===== src/hdl/ppu_consts.svh =====
`ifndef PPU_CONSTS_SVH
`define PPU_CONSTS_SVH

// Register file.
`define PPU_REG_COUNT 8
`define PPU_DATA_W    8

// Video memory.
`define VID_ADDR_W    14
`define VRAM_DEPTH    16384

// Host bus with the register index in address bits 4..2.
`define AXI_ADDR_W    5
`define AXI_DATA_W    32

`endif

===== src/hdl/video_regdec_signals.sv =====
package video_regdec_signals;

  // The index follows address bits 4..2 of the host bus.
  typedef enum logic [2:0]
  {
    R_ppu_ctrl = 3'd0,
    R_ppu_mask = 3'd1,
    R_ppu_stat = 3'd2,
    R_oam_addr = 3'd3,
    R_oam_data = 3'd4,
    R_ppu_scrl = 3'd5,
    R_ppu_addr = 3'd6,
    R_ppu_data = 3'd7
  } reg_index_t;

endpackage


===== src/hdl/cpu_bus_axil.sv =====
`timescale 1ns/100ps
`include "ppu_consts.svh"

module cpu_bus_axil
  import video_regdec_signals::*;
  (I_clock,
   I_reset,
   awaddr,
   awvalid,
   awready,
   wdata,
   wstrb,
   wvalid,
   wready,
   bresp,
   bvalid,
   bready,
   araddr,
   arvalid,
   arready,
   rdata,
   rresp,
   rvalid,
   rready,
   wr_strobe,
   rd_strobe,
   reg_sel,
   wr_data,
   rd_byte);

  input  wire                        I_clock   ;
  input  wire                        I_reset   ;

  input  wire[`AXI_ADDR_W-1:0]       awaddr    ;
  input  wire                        awvalid   ;
  output wire                        awready   ;
  input  wire[`AXI_DATA_W-1:0]       wdata     ;
  input  wire[`AXI_DATA_W/8-1:0]     wstrb     ;
  input  wire                        wvalid    ;
  output wire                        wready    ;
  output wire[1:0]                   bresp     ;
  output logic                       bvalid    ;
  input  wire                        bready    ;

  input  wire[`AXI_ADDR_W-1:0]       araddr    ;
  input  wire                        arvalid   ;
  output wire                        arready   ;
  output logic[`AXI_DATA_W-1:0]      rdata     ;
  output wire[1:0]                   rresp     ;
  output logic                       rvalid    ;
  input  wire                        rready    ;

  output logic                       wr_strobe ;
  output logic                       rd_strobe ;
  output reg_index_t                 reg_sel   ;
  output logic[`PPU_DATA_W-1:0]      wr_data   ;
  input  wire[`PPU_DATA_W-1:0]       rd_byte   ;

  logic                              aw_take;  // Write address and data taken this cycle.
  logic                              ar_take;  // Read address taken this cycle.
  logic                              w_issue;  // Write went into the pipeline last cycle.
  logic[1:0]                         r_wait;   // Cycles left until the read byte is ready.

  assign ar_take = arvalid & ~rvalid & (r_wait == 2'd0);
  assign aw_take = awvalid & wvalid & ~w_issue & ~bvalid & ~ar_take;  // Reads win a tie.

  assign arready = ar_take;
  assign awready = aw_take;
  assign wready  = aw_take;
  assign bresp   = 2'b00;                      // Always OKAY.
  assign rresp   = 2'b00;

  always_ff @(posedge I_clock, negedge I_reset)
  begin
    if (~I_reset)
    begin
      wr_strobe <= 1'b0;
      rd_strobe <= 1'b0;
      w_issue   <= 1'b0;
      bvalid    <= 1'b0;
      r_wait    <= 2'd0;
      rvalid    <= 1'b0;
    end else
    begin
      wr_strobe <= aw_take & wstrb[0];         // Byte lane 0 carries the register.
      rd_strobe <= ar_take;
      w_issue   <= aw_take;

      if (w_issue)
        bvalid <= 1'b1;
      else if (bready)
        bvalid <= 1'b0;

      if (ar_take)
        r_wait <= 2'd3;
      else if (r_wait != 2'd0)
        r_wait <= r_wait - 2'd1;

      if (r_wait == 2'd1)
        rvalid <= 1'b1;
      else if (rready)
        rvalid <= 1'b0;
    end
  end

  always_ff @(posedge I_clock)
  begin
    if (aw_take)
    begin
      reg_sel <= reg_index_t'(awaddr[4:2]);
      wr_data <= wdata[`PPU_DATA_W-1:0];
    end else if (ar_take)
      reg_sel <= reg_index_t'(araddr[4:2]);

    if (r_wait == 2'd1)
      rdata <= {{(`AXI_DATA_W-`PPU_DATA_W){1'b0}}, rd_byte};  // Byte from the decoder stage.
  end

  a_bvalid_hold : assert property (@(posedge I_clock) disable iff (~I_reset)
                                   bvalid & ~bready |=> bvalid);
  a_rvalid_hold : assert property (@(posedge I_clock) disable iff (~I_reset)
                                   rvalid & ~rready |=> rvalid & $stable(rdata));

endmodule


===== config.mk =====
export PLATFORM = sky130hd
export DESIGN_NAME = cpu_bus_axil
export DESIGN_NICKNAME = d
export VERILOG_FILES = /design/src/hdl/video_regdec_signals.sv /design/src/hdl/cpu_bus_axil.sv
export VERILOG_INCLUDE_DIRS = /design/src /design/src/hdl
export SDC_FILE = /design/constraint.sdc
export NUM_CORES = 1
export LEC_CHECK = 0
export BUFFER_PORTS_ARGS = -buffer_cell sky130_fd_sc_hd__buf_4
export CAP_MARGIN = 10
export CORE_MARGIN = 4
export CORE_UTILIZATION = 35
export CTS_BUF_LIST = sky130_fd_sc_hd__clkbuf_4 sky130_fd_sc_hd__clkbuf_8 sky130_fd_sc_hd__clkbuf_16
export DETAILED_ROUTE_END_ITERATION = 16
export PLACE_DENSITY = 0.79
export SETUP_SLACK_MARGIN = 0.05
export SYNTH_ARGS = -nofsm -noshare
export SYNTH_HDL_FRONTEND = slang
export SYNTH_SLANG_ARGS = --single-unit

===== constraint.sdc =====
create_clock -name I_clock -period 2 [get_ports I_clock]
set_input_delay 0.2 -clock I_clock [delete_from_list [all_inputs] [get_ports I_clock]]
set_output_delay 0.2 -clock I_clock [all_outputs]
set_load 0.01 [all_outputs]

==> metrics.yaml <==
yosys.area.top_type: "edfxtp_1"
utilization_pct: 50.16
dpl-instance-area_mm2: 0.001521
fmax_mhz: 552.0
grt-ovfl-total: 0
postRouteAntennaNets: 0
rr_worst_depth: 6
wl_per_cell_um: 11.85
drive_gt1_share_pct: 48.92
postRouteWirelength_mm: 2.168
antenna_found_initial: 0
drv_slew: 0
fin_cells: 183
syn_area_mm2: 0.001170
end_kind: "output port"
finish.instance_area_mm2: 0.001569
cts_sinks: 26
num_vias: 705
place.gp.congestion: 0.6324
die_area_mm2: 0.004332
drc_errors: 0
ys_seq_area_share_pct: 63.74
rsz0062_at_grt: "false"
min_period_ps: 1812
cp-endpoint: "awready"
place_ws_ps: 324.6
required_ps: 1800
htree_levels: 1
ir_drop_mv: 0.2845
totalPowerFinal_mw: 1.468
area_growth_syn_to_layout_pct: 34.12
cts_buffer_depth: 2
yosys.area.top_type_share_pct: 48.77
drt-initial-drc-count: 20
root_buffer: "clkbuf_4"
yosys-top-cells-area: "edfxtp_1 (49%), buf_4 (19%), dfrtp_1 (15%)"
die_w_um: 65.82
cts_tree: "built"
syn-instance-count: 80
crit_start: "r_wait[0]"
die_h_um: 65.82
fin_skew_ps: 3.570
critPathKind: "flip-flop to output port"
post-route-period-util_pct: 90.58
setup_ws_ps: 188.4
startpoint_type: "flip-flop"
n_fill_cell: 259
worstPathMaxFanout: 5
coreArea_mm2: 0.003128
syn_avg_cell_area_um2: 14.62
ys_ff_latch: 26
setup_violations: 0
antennaDiodeCount: 0
cap_violations: 0
numCtsBuffers: 3
clk_latency_ps: 300
status: "complete, no violations"
hold-worst-slack_ps: 64.53
yosysWarningCount: 0
r2r-start: "r_wait[0]"
setup_tns_ps: 0
drtPass1Iterations: 4
final_common_cell: "buf_4"
grt_pass1_vias: 679
fin_nets: 203
clk_pin_slew_ps: 120
grt_pass1_wl_mm: 3.098
hold_path_class: "input port to flip-flop"
r2r-end: "wr_data[3]"
final_hold_viol_count: 0
dp_cells: 177
place_hpwl_mm: 1.848
final_cell_mix: "buf_4 (56), conb_1 (28), edfxtp_1 (19), inv_1 (7), dfrtp_1 (7)"
r2r_setup_slack_ps: 430
power_leakage_nw: 0.7953
grt_max_degree: 15
grt_usage_pct: 9.674
num_rows: 20
ys_types: 18
via_per_inst: 3.852
power_density_mw_per_mm2: 935.9
numPortBuffers: 55
ios: 115
initial_core_util_pct: 37.40
worstPathArrival_ps: 1610
-- critical path: stages (launching register included) --
cell	delay (ps)
dfrtp_1	410
inv_1	90
ha_1	230
nand3b_4	120
nand4_4	170
clkinvlp_4	140
buf_4	160
-- where the power goes --
part           leakage, nW  internal (mW)  switching [mW]
combinational        0.514          0.248           0.249
clock               0.0154         0.0727           0.132
sequential           0.266          0.723          0.0438
-- routing by layer --
metal	wire (µm)	GRT usage [%]
met2	1021	16.52
met3	445	3.741
met1	661	9.617
met5	0	0
met4	39	6.477
-- sequential cells by signal, indices dropped and copies added (netlist names) --
register and flops:
reg_sel 3, w_issue 1, rvalid 1, wr_strobe 1
rd_strobe 1, r_wait 2, bvalid 1, wr_data 8
rdata 8
-- cells in the mapped netlist, drive strengths merged --
| cell type | n |
|---|---|
| a21o | 2 |
| buf | 29 |
| conb | 1 |
| dfrtp | 7 |
| edfxtp | 19 |
| ha | 2 |
| inv | 8 |
| mux2 | 4 |
| mux2i | 1 |
| nand2 | 1 |
| nand3 | 1 |
| nand3b | 1 |
| nand4 | 1 |
| nor2 | 2 |
| o21ai | 1 |
-- cells by family (layout without fill, tap and decap cells) --
| group | count (synthesis) | after routing | synth area share [%] |
|---|---|---|---|
| AOI/OAI and AO/OA | 3 | 3 | 1.818 |
| and+or+nand+nor | 6 | 6 | 5.133 |
| muxes | 5 | 5 | 5.668 |
| DFF | 26 | 26 | 63.74 |
| other | 1 | 28 | 0.3205 |
| buffers and inverters | 37 | 69 | 21.18 |
| adders and majority gates | 2 | 2 | 2.139 |
-- worst min-delay path by stage --
stage / start / to / slack (ps) / depth (start not counted)
floorplan: I_reset / bvalid / -100 / 0
global placement: I_reset / rd_strobe / 20 / 1
detailed placement: I_reset / rd_strobe / 20 / 1
CTS: wdata[5] / wr_data[5] / 50 / 1
global route: wdata[4] / wr_data[4] / 30 / 1
finish: wdata[4] / wr_data[4] / 60 / 1
-- layout make-up --
class	count	area [µm²]	area share, %
Tap cell	44	55.05	3.509
Timing Repair Buffer	57	430.4	27.43
Inverter	8	33.78	2.153
Sequential cell	26	745.7	47.53
Multi-Input combinational cell	44	277.8	17.70
Clock buffer	3	22.52	1.435
Clock inverter	1	3.754	0.2392
-- timing repair --
item	4_1_cts	5_1_grt
hold buffers	1	0
resized for setup	1	0
setup buffers	1	0
endpoints found under the hold margin	7	0
setup endpoints to repair	2	0
(Power assumes the default switching activity.)
