==> config.mk <==
export PLATFORM = sky130hd
export DESIGN_NAME = video_address
export DESIGN_NICKNAME = d
export VERILOG_FILES = /design/src/hdl/video_control_signals.sv /design/src/hdl/video_regdec_signals.sv /design/src/hdl/video_address.sv
export VERILOG_INCLUDE_DIRS = /design/src /design/src/hdl
export SDC_FILE = /design/constraint.sdc
export NUM_CORES = 1
export LEC_CHECK = 0
export ABC_AREA = 1
export BUFFER_PORTS_ARGS = -buffer_cell sky130_fd_sc_hd__buf_2
export CORE_MARGIN = 3
export CORE_UTILIZATION = 43
export DETAILED_ROUTE_END_ITERATION = 10
export PLACE_DENSITY = 0.76
export SYNTH_ARGS = -nofsm -noshare
export SYNTH_HDL_FRONTEND = slang
export SYNTH_SLANG_ARGS = --single-unit
export TNS_END_PERCENT = 5
==> constraint.sdc <==
create_clock -name I_clock -period 1.3 [get_ports I_clock]
set_input_delay 0.195 -clock I_clock [delete_from_list [all_inputs] [get_ports I_clock]]
set_output_delay 0.195 -clock I_clock [all_outputs]
set_load 0.03 [all_outputs]
==> src/hdl/ppu_consts.svh <==
`ifndef PPU_CONSTS_SVH
`define PPU_CONSTS_SVH

// Register file.
`define PPU_REG_COUNT 8
`define PPU_DATA_W    8

// Video memory.
`define VID_ADDR_W    14
`define VRAM_DEPTH    16384

// Host bus with the register index in address bits 4..2.
`define AXI_ADDR_W    5
`define AXI_DATA_W    32

`endif
==> src/hdl/video_control_signals.sv <==
package video_control_signals;

  typedef struct packed
  {
    logic [7:0] mask;                          // Mask byte written through register 1.
    logic [7:0] ctrl;                          // Control byte written through register 0.
  } ppu_control_t;

  // Bit positions inside the control byte.
  localparam int C_nt_select_lo = 0;           // Low bit of the nametable select.
  localparam int C_nt_select_hi = 1;           // High bit of the nametable select.
  localparam int C_vram_inc32   = 2;           // Step of 32 instead of 1 after a data access.
  localparam int C_nmi_enable   = 7;           // Kept for a future interrupt source.

  // Bit positions inside the status byte.
  localparam int S_vblank       = 7;           // Vertical blank flag.

endpackage

==> src/hdl/video_regdec_signals.sv <==
package video_regdec_signals;

  // The index follows address bits 4..2 of the host bus.
  typedef enum logic [2:0]
  {
    R_ppu_ctrl = 3'd0,
    R_ppu_mask = 3'd1,
    R_ppu_stat = 3'd2,
    R_oam_addr = 3'd3,
    R_oam_data = 3'd4,
    R_ppu_scrl = 3'd5,
    R_ppu_addr = 3'd6,
    R_ppu_data = 3'd7
  } reg_index_t;

endpackage

==> src/hdl/video_address.sv <==
`timescale 1ns/100ps
`include "ppu_consts.svh"

module video_address
  import video_regdec_signals::*;
  import video_control_signals::*;
  (I_clock,
   I_reset,
   I_wren,
   I_rden,
   I_data,
   I_control,
   O_vid_fine,
   O_vid_addr,
   O_vid_wren,
   O_vid_data,
   O_scroll_addr);

  input  wire                        I_clock       ;
  input  wire                        I_reset       ;

  input  wire[`PPU_REG_COUNT-1:0]    I_wren        ;
  input  wire[`PPU_REG_COUNT-1:0]    I_rden        ;
  input  wire[`PPU_DATA_W-1:0]       I_data        ;
  input  ppu_control_t               I_control     ;

  output wire[2:0]                   O_vid_fine    ;
  output wire[`VID_ADDR_W-1:0]       O_vid_addr    ;
  output wire                        O_vid_wren    ;
  output wire[`PPU_DATA_W-1:0]       O_vid_data    ;
  output wire[14:0]                  O_scroll_addr ;

  logic[14:0]                        v_addr;       // Current video address.
  logic[14:0]                        t_addr;       // Temporary scroll address.
  logic[2:0]                         v_fine;       // Fine horizontal scroll.
  logic                              w_latch;      // Second write of a pair is next.
  logic                              data_access;
  logic[14:0]                        v_step;

  assign data_access   = I_wren[R_ppu_data] | I_rden[R_ppu_data];
  assign v_step        = I_control.ctrl[C_vram_inc32] ? 15'd32 : 15'd1;

  assign O_vid_addr    = v_addr[`VID_ADDR_W-1:0];
  assign O_vid_fine    = v_fine;
  assign O_scroll_addr = t_addr;
  assign O_vid_wren    = I_wren[R_ppu_data];   // Memory write at the current address.
  assign O_vid_data    = I_data;

  always_ff @(posedge I_clock, negedge I_reset)
  begin
    if (~I_reset)
    begin
      v_addr  <= 15'd0;
      t_addr  <= 15'd0;
      v_fine  <= 3'd0;
      w_latch <= 1'b0;
    end else
    begin
      if (I_rden[R_ppu_stat])
        w_latch <= 1'b0;                       // Status read restarts the pair.
      else if (I_wren[R_ppu_scrl] | I_wren[R_ppu_addr])
        w_latch <= ~w_latch;

      if (I_wren[R_ppu_ctrl])
        t_addr[11:10] <= I_data[C_nt_select_hi:C_nt_select_lo];
      else if (I_wren[R_ppu_scrl] & ~w_latch)
      begin
        t_addr[4:0] <= I_data[7:3];            // Coarse X.
        v_fine      <= I_data[2:0];
      end else if (I_wren[R_ppu_scrl])
      begin
        t_addr[9:5]   <= I_data[7:3];          // Coarse Y.
        t_addr[14:12] <= I_data[2:0];          // Fine Y.
      end else if (I_wren[R_ppu_addr] & ~w_latch)
      begin
        t_addr[14]   <= 1'b0;
        t_addr[13:8] <= I_data[5:0];
      end else if (I_wren[R_ppu_addr])
        t_addr[7:0] <= I_data;

      if (I_wren[R_ppu_addr] & w_latch)
        v_addr <= {t_addr[14:8], I_data};      // Second address write copies the pair.
      else if (data_access)
        v_addr <= v_addr + v_step;
    end
  end

  a_one_wren : assert property (@(posedge I_clock) disable iff (~I_reset)
                                $onehot0(I_wren));

endmodule

==> results.py <==
metrics = {
    "setup_path": {
        "critPathRequiredTime_ns": 1.47,
        "cp_num_cells": 6,
        "slowest_stage": "dfrtp_2",
        "slowest_delay_ns": 0.42,
        "path_cells": "ha_4 -> nand2_1 -> o21bai_4 -> a21oi_1 -> o21ai_1 -> nand2_1",
        "cp.arrival_ns": 1.59,
        "critical_path_class": "flop to flop",
        "rr_startpoint": "v_addr[5]$_DFFE_PN0P_",
        "crit_family": "compound AO/OA/AOI/OAI gates",
        "cp_max_fo": 5,
        "cp-end-kind": "flop",
        "cp-start-kind": "flop",
        "crit_buf_inv": 0,
        "rrSetupSlack_ns": -0.12,
        "r2r_cells": 6,
        "timing.rr.end": "v_addr[10]$_DFFE_PN0P_",
        "path_common_cell": "nand2_1",
    },
    "floorplanning": {
        "start_util_pct": 46.24,
        "fp.dieArea_um2": 5327,
        "die_h_um": 72.99,
        "die_x_um": 72.99,
        "ios": 83,
        "core-area_um2": 4173,
        "std_cell_rows": 23,
    },
    "timing": {
        "rsz0062_at_grt": "yes",
        "maxSlewViolCount": 0,
        "max_freq_mhz": 704.5,
        "hold_viol": 0,
        "slew_headroom_pct": 72.20,
        "fin_skew_ns": 0.004726,
        "period_share_pct": 109.2,
        "fin_ws_ns": -0.1194,
        "finalSetupViolCount": 9,
        "tightestPinTransition_ns": 0.4170,
        "whs_ns": 0.08516,
        "period_needed_ns": 1.419,
    },
    "synthesis": {
        "synth_seq_area_share_pct": 42.80,
        "ys.flop_type": "dfrtp_1",
        "async_reset_ff_share_pct": 100.0,
        "yosysUniqueCellTypes": 31,
        "yosysMostFrequentCell": "nand2_1",
        "yosys_warnings": 0,
        "synthCells": 250,
        "netlist_top_cells_area": "dfrtp_1, nand2_1, nor2_1",
        "yosysTopAreaCell": "dfrtp_1",
        "avgSynthCellArea_um2": 7.717,
        "synth_top_area_share_pct": 42.80,
        "mappedNetlistArea_um2": 1929,
        "ys_seq_elements": 33,
        "syn_nets": 295,
        "synth_edf_count": 0,
        "synth_common_cells": "nand2_1, dfrtp_1, nor2_1, inv_1, nand3_1",
    },
    "status": {
        "violations": "negative setup slack",
        "status": "finished, violations left",
    },
    "place": {
        "dpl_worst_slack_ns": -0.1217,
        "gp_congestion": 0.8927,
        "place_inst": 364,
        "port_buffers": 57,
        "place_hpwl_um": 3903,
    },
    "power_and_ir_drop": {
        "vdd_drop_max_mv": 1.432,
        "p_clk_share_pct": 19.1,
        "p_leak_nw": 1.303,
        "comb_power_share_pct": 48.3,
        "p_per_area_nw_per_um2": 2004,
        "switching_power_w": 0.002321,
        "switching_share_pct": 44.40,
        "pwr-share-seq_pct": 32.6,
        "intPower_w": 0.002906,
    },
    "cells_and_area": {
        "multi_input_area_um2": 1025,
        "fin_cells": 374,
        "nFillCells": 363,
        "final_layout_size_suffix_gt1_share_pct": 36.73,
        "n_antenna_cell": 0,
        "nNetsFinal": 368,
        "final_util_pct": 62.52,
        "seq_area_um2": 829.5,
        "syn2layout_area_growth_pct": 35.21,
    },
    "global_routing": {
        "grt_usage_pct": 19.97,
        "grt_start_max_net_pins": 18,
        "grt_pass1_vias": 1833,
        "antenna_found_initial": 0,
        "grt.overflow.total": 0,
        "grt_pass1_wl_um": 8335,
    },
    "clock_tree": {
        "clk_path_buf_depth": 2,
        "clk-insertion-delay-late_ns": 0.28,
        "cts_made_buffers": 5,
        "cts_tree": "yes",
        "clock_sinks": 33,
        "clk_pin_slew_ns": 0.07,
        "h-tree-depth": 2,
        "cts-root-buf": "clkbuf_8",
    },
    "routing": {
        "vias": 1919,
        "drc": 0,
        "wl_per_cell_um": 13.68,
        "routed_via_density": 5.131,
        "drt-total-wl_um": 5115,
        "final_antenna_net_count": 0,
        "firstDrtPassIters": 4,
        "drtIter0Drc": 113,
    },
    "min_path": {
        "holdPathStages": 2,
        "min_from": "I_rden[2]",
        "hp-class": "primary input to flop",
        "min_to": "w_latch$_DFFE_PN0P_",
    },
    "run": {
        "cap_violations": 0,
    },
}
-- flip-flops by register name (all words and copies together) (netlist names) --
name           cells
O_scroll_addr     15
w_latch            1
O_vid_fine         3
v_addr            14
-- metal layers --
metal | vias up | GRT usage (%) | part of all wire, %
li1 | 984 | - | -
met3 | 7 | 3.444 | 4.1
met2 | 47 | 30.49 | 48
met4 | 0 | 8.607 | 1.3
met5 | - | 0 | 0
met1 | 881 | 27.74 | 46
-- worst max-delay path by stage --
stage,end,slack (ns),start
6_report,v_addr[10]$_DFFE_PN0P_,-0.12,v_addr[5]$_DFFE_PN0P_
5_1_grt,v_addr[10]$_DFFE_PN0P_,-0.19,v_addr[5]$_DFFE_PN0P_
4_1_cts,v_addr[11]$_DFFE_PN0P_,-0.12,v_addr[5]$_DFFE_PN0P_
3_5_place_dp,v_addr[10]$_DFFE_PN0P_,-0.12,I_control[2]
3_3_place_gp,v_addr[11]$_DFFE_PN0P_,-0.11,v_addr[5]$_DFFE_PN0P_
2_1_floorplan,v_addr[11]$_DFFE_PN0P_,-0.13,v_addr[5]$_DFFE_PN0P_
-- cells in the final DEF, fill, tap and decap left out, drive strengths merged --
master / count
buf: 78
nand2: 67
dfrtp: 33
nor2: 33
inv: 25
o21ai: 17
nand3: 11
a31oi: 8
a21oi: 8
nor3: 7
clkbuf: 7
o22ai: 7
nand4: 3
o211ai: 3
ha: 3
a211oi: 3
nor4: 2
o21a: 2
o21bai: 2
xor2: 1
nand3b: 1
mux2: 1
bufinv: 1
dlygate4sd3: 1
-- power by group through the flow --
stage          clock network, W  logic [W]  registers (W)
2_1_floorplan                 0   0.000954        0.00229
3_3_place_gp                  0    0.00233        0.00168
3_5_place_dp                  0    0.00238        0.00169
4_1_cts                 0.00101    0.00242        0.00168
5_1_grt                 0.00106    0.00275        0.00174
6_report               0.000996    0.00253        0.00170
-- per-stage QoR --
| stage | total power (W) | instance area (um2) | TNS, ns |
|---|---|---|---|
| final | 0.005227 | 2609 | -0.6265 |
| after global routing | 0.005557 | 2609 | -1.541 |
| after CTS | 0.005105 | 2546 | -0.7425 |
| after detailed placement | 0.004071 | 2412 | -0.7801 |
| after global placement | 0.004016 | 2412 | -0.6189 |
| after floorplan | 0.003246 | 1988 | -0.7910 |
-- final cells by class --
type / count / share of cell area (%)
clock buffers: 7 / 3.309
clock inverters: 1 / 1.151
inverters: 25 / 3.597
multi-input cells: 179 / 39.28
flip-flops and latches: 33 / 31.80
well taps: 50 / 2.398
repair buffers: 79 / 18.47
-- logic make-up (layout without fill, tap and decap cells) --
family,count (synthesis),after routing,share of synthesized area [%]
simple gates,124,124,27.82
flops,33,33,42.80
xor+xnor,1,1,0.4540
fa+ha+maj,3,3,1.946
compound gates,50,50,16.41
mux,1,1,0.5836
buf+inv,38,112,9.986
-- repair_timing --
| item | CTS | global route |
|---|---|---|
| buffers inserted | 0 | 1 |
| endpoints found under the hold margin | 16 | 0 |
| hold buffers | 1 | 0 |
| resized for setup | 2 | 14 |
| pin swaps | 3 | 10 |
| endpoints found under the setup margin | 10 | 20 |
(Power assumes the default switching activity.)
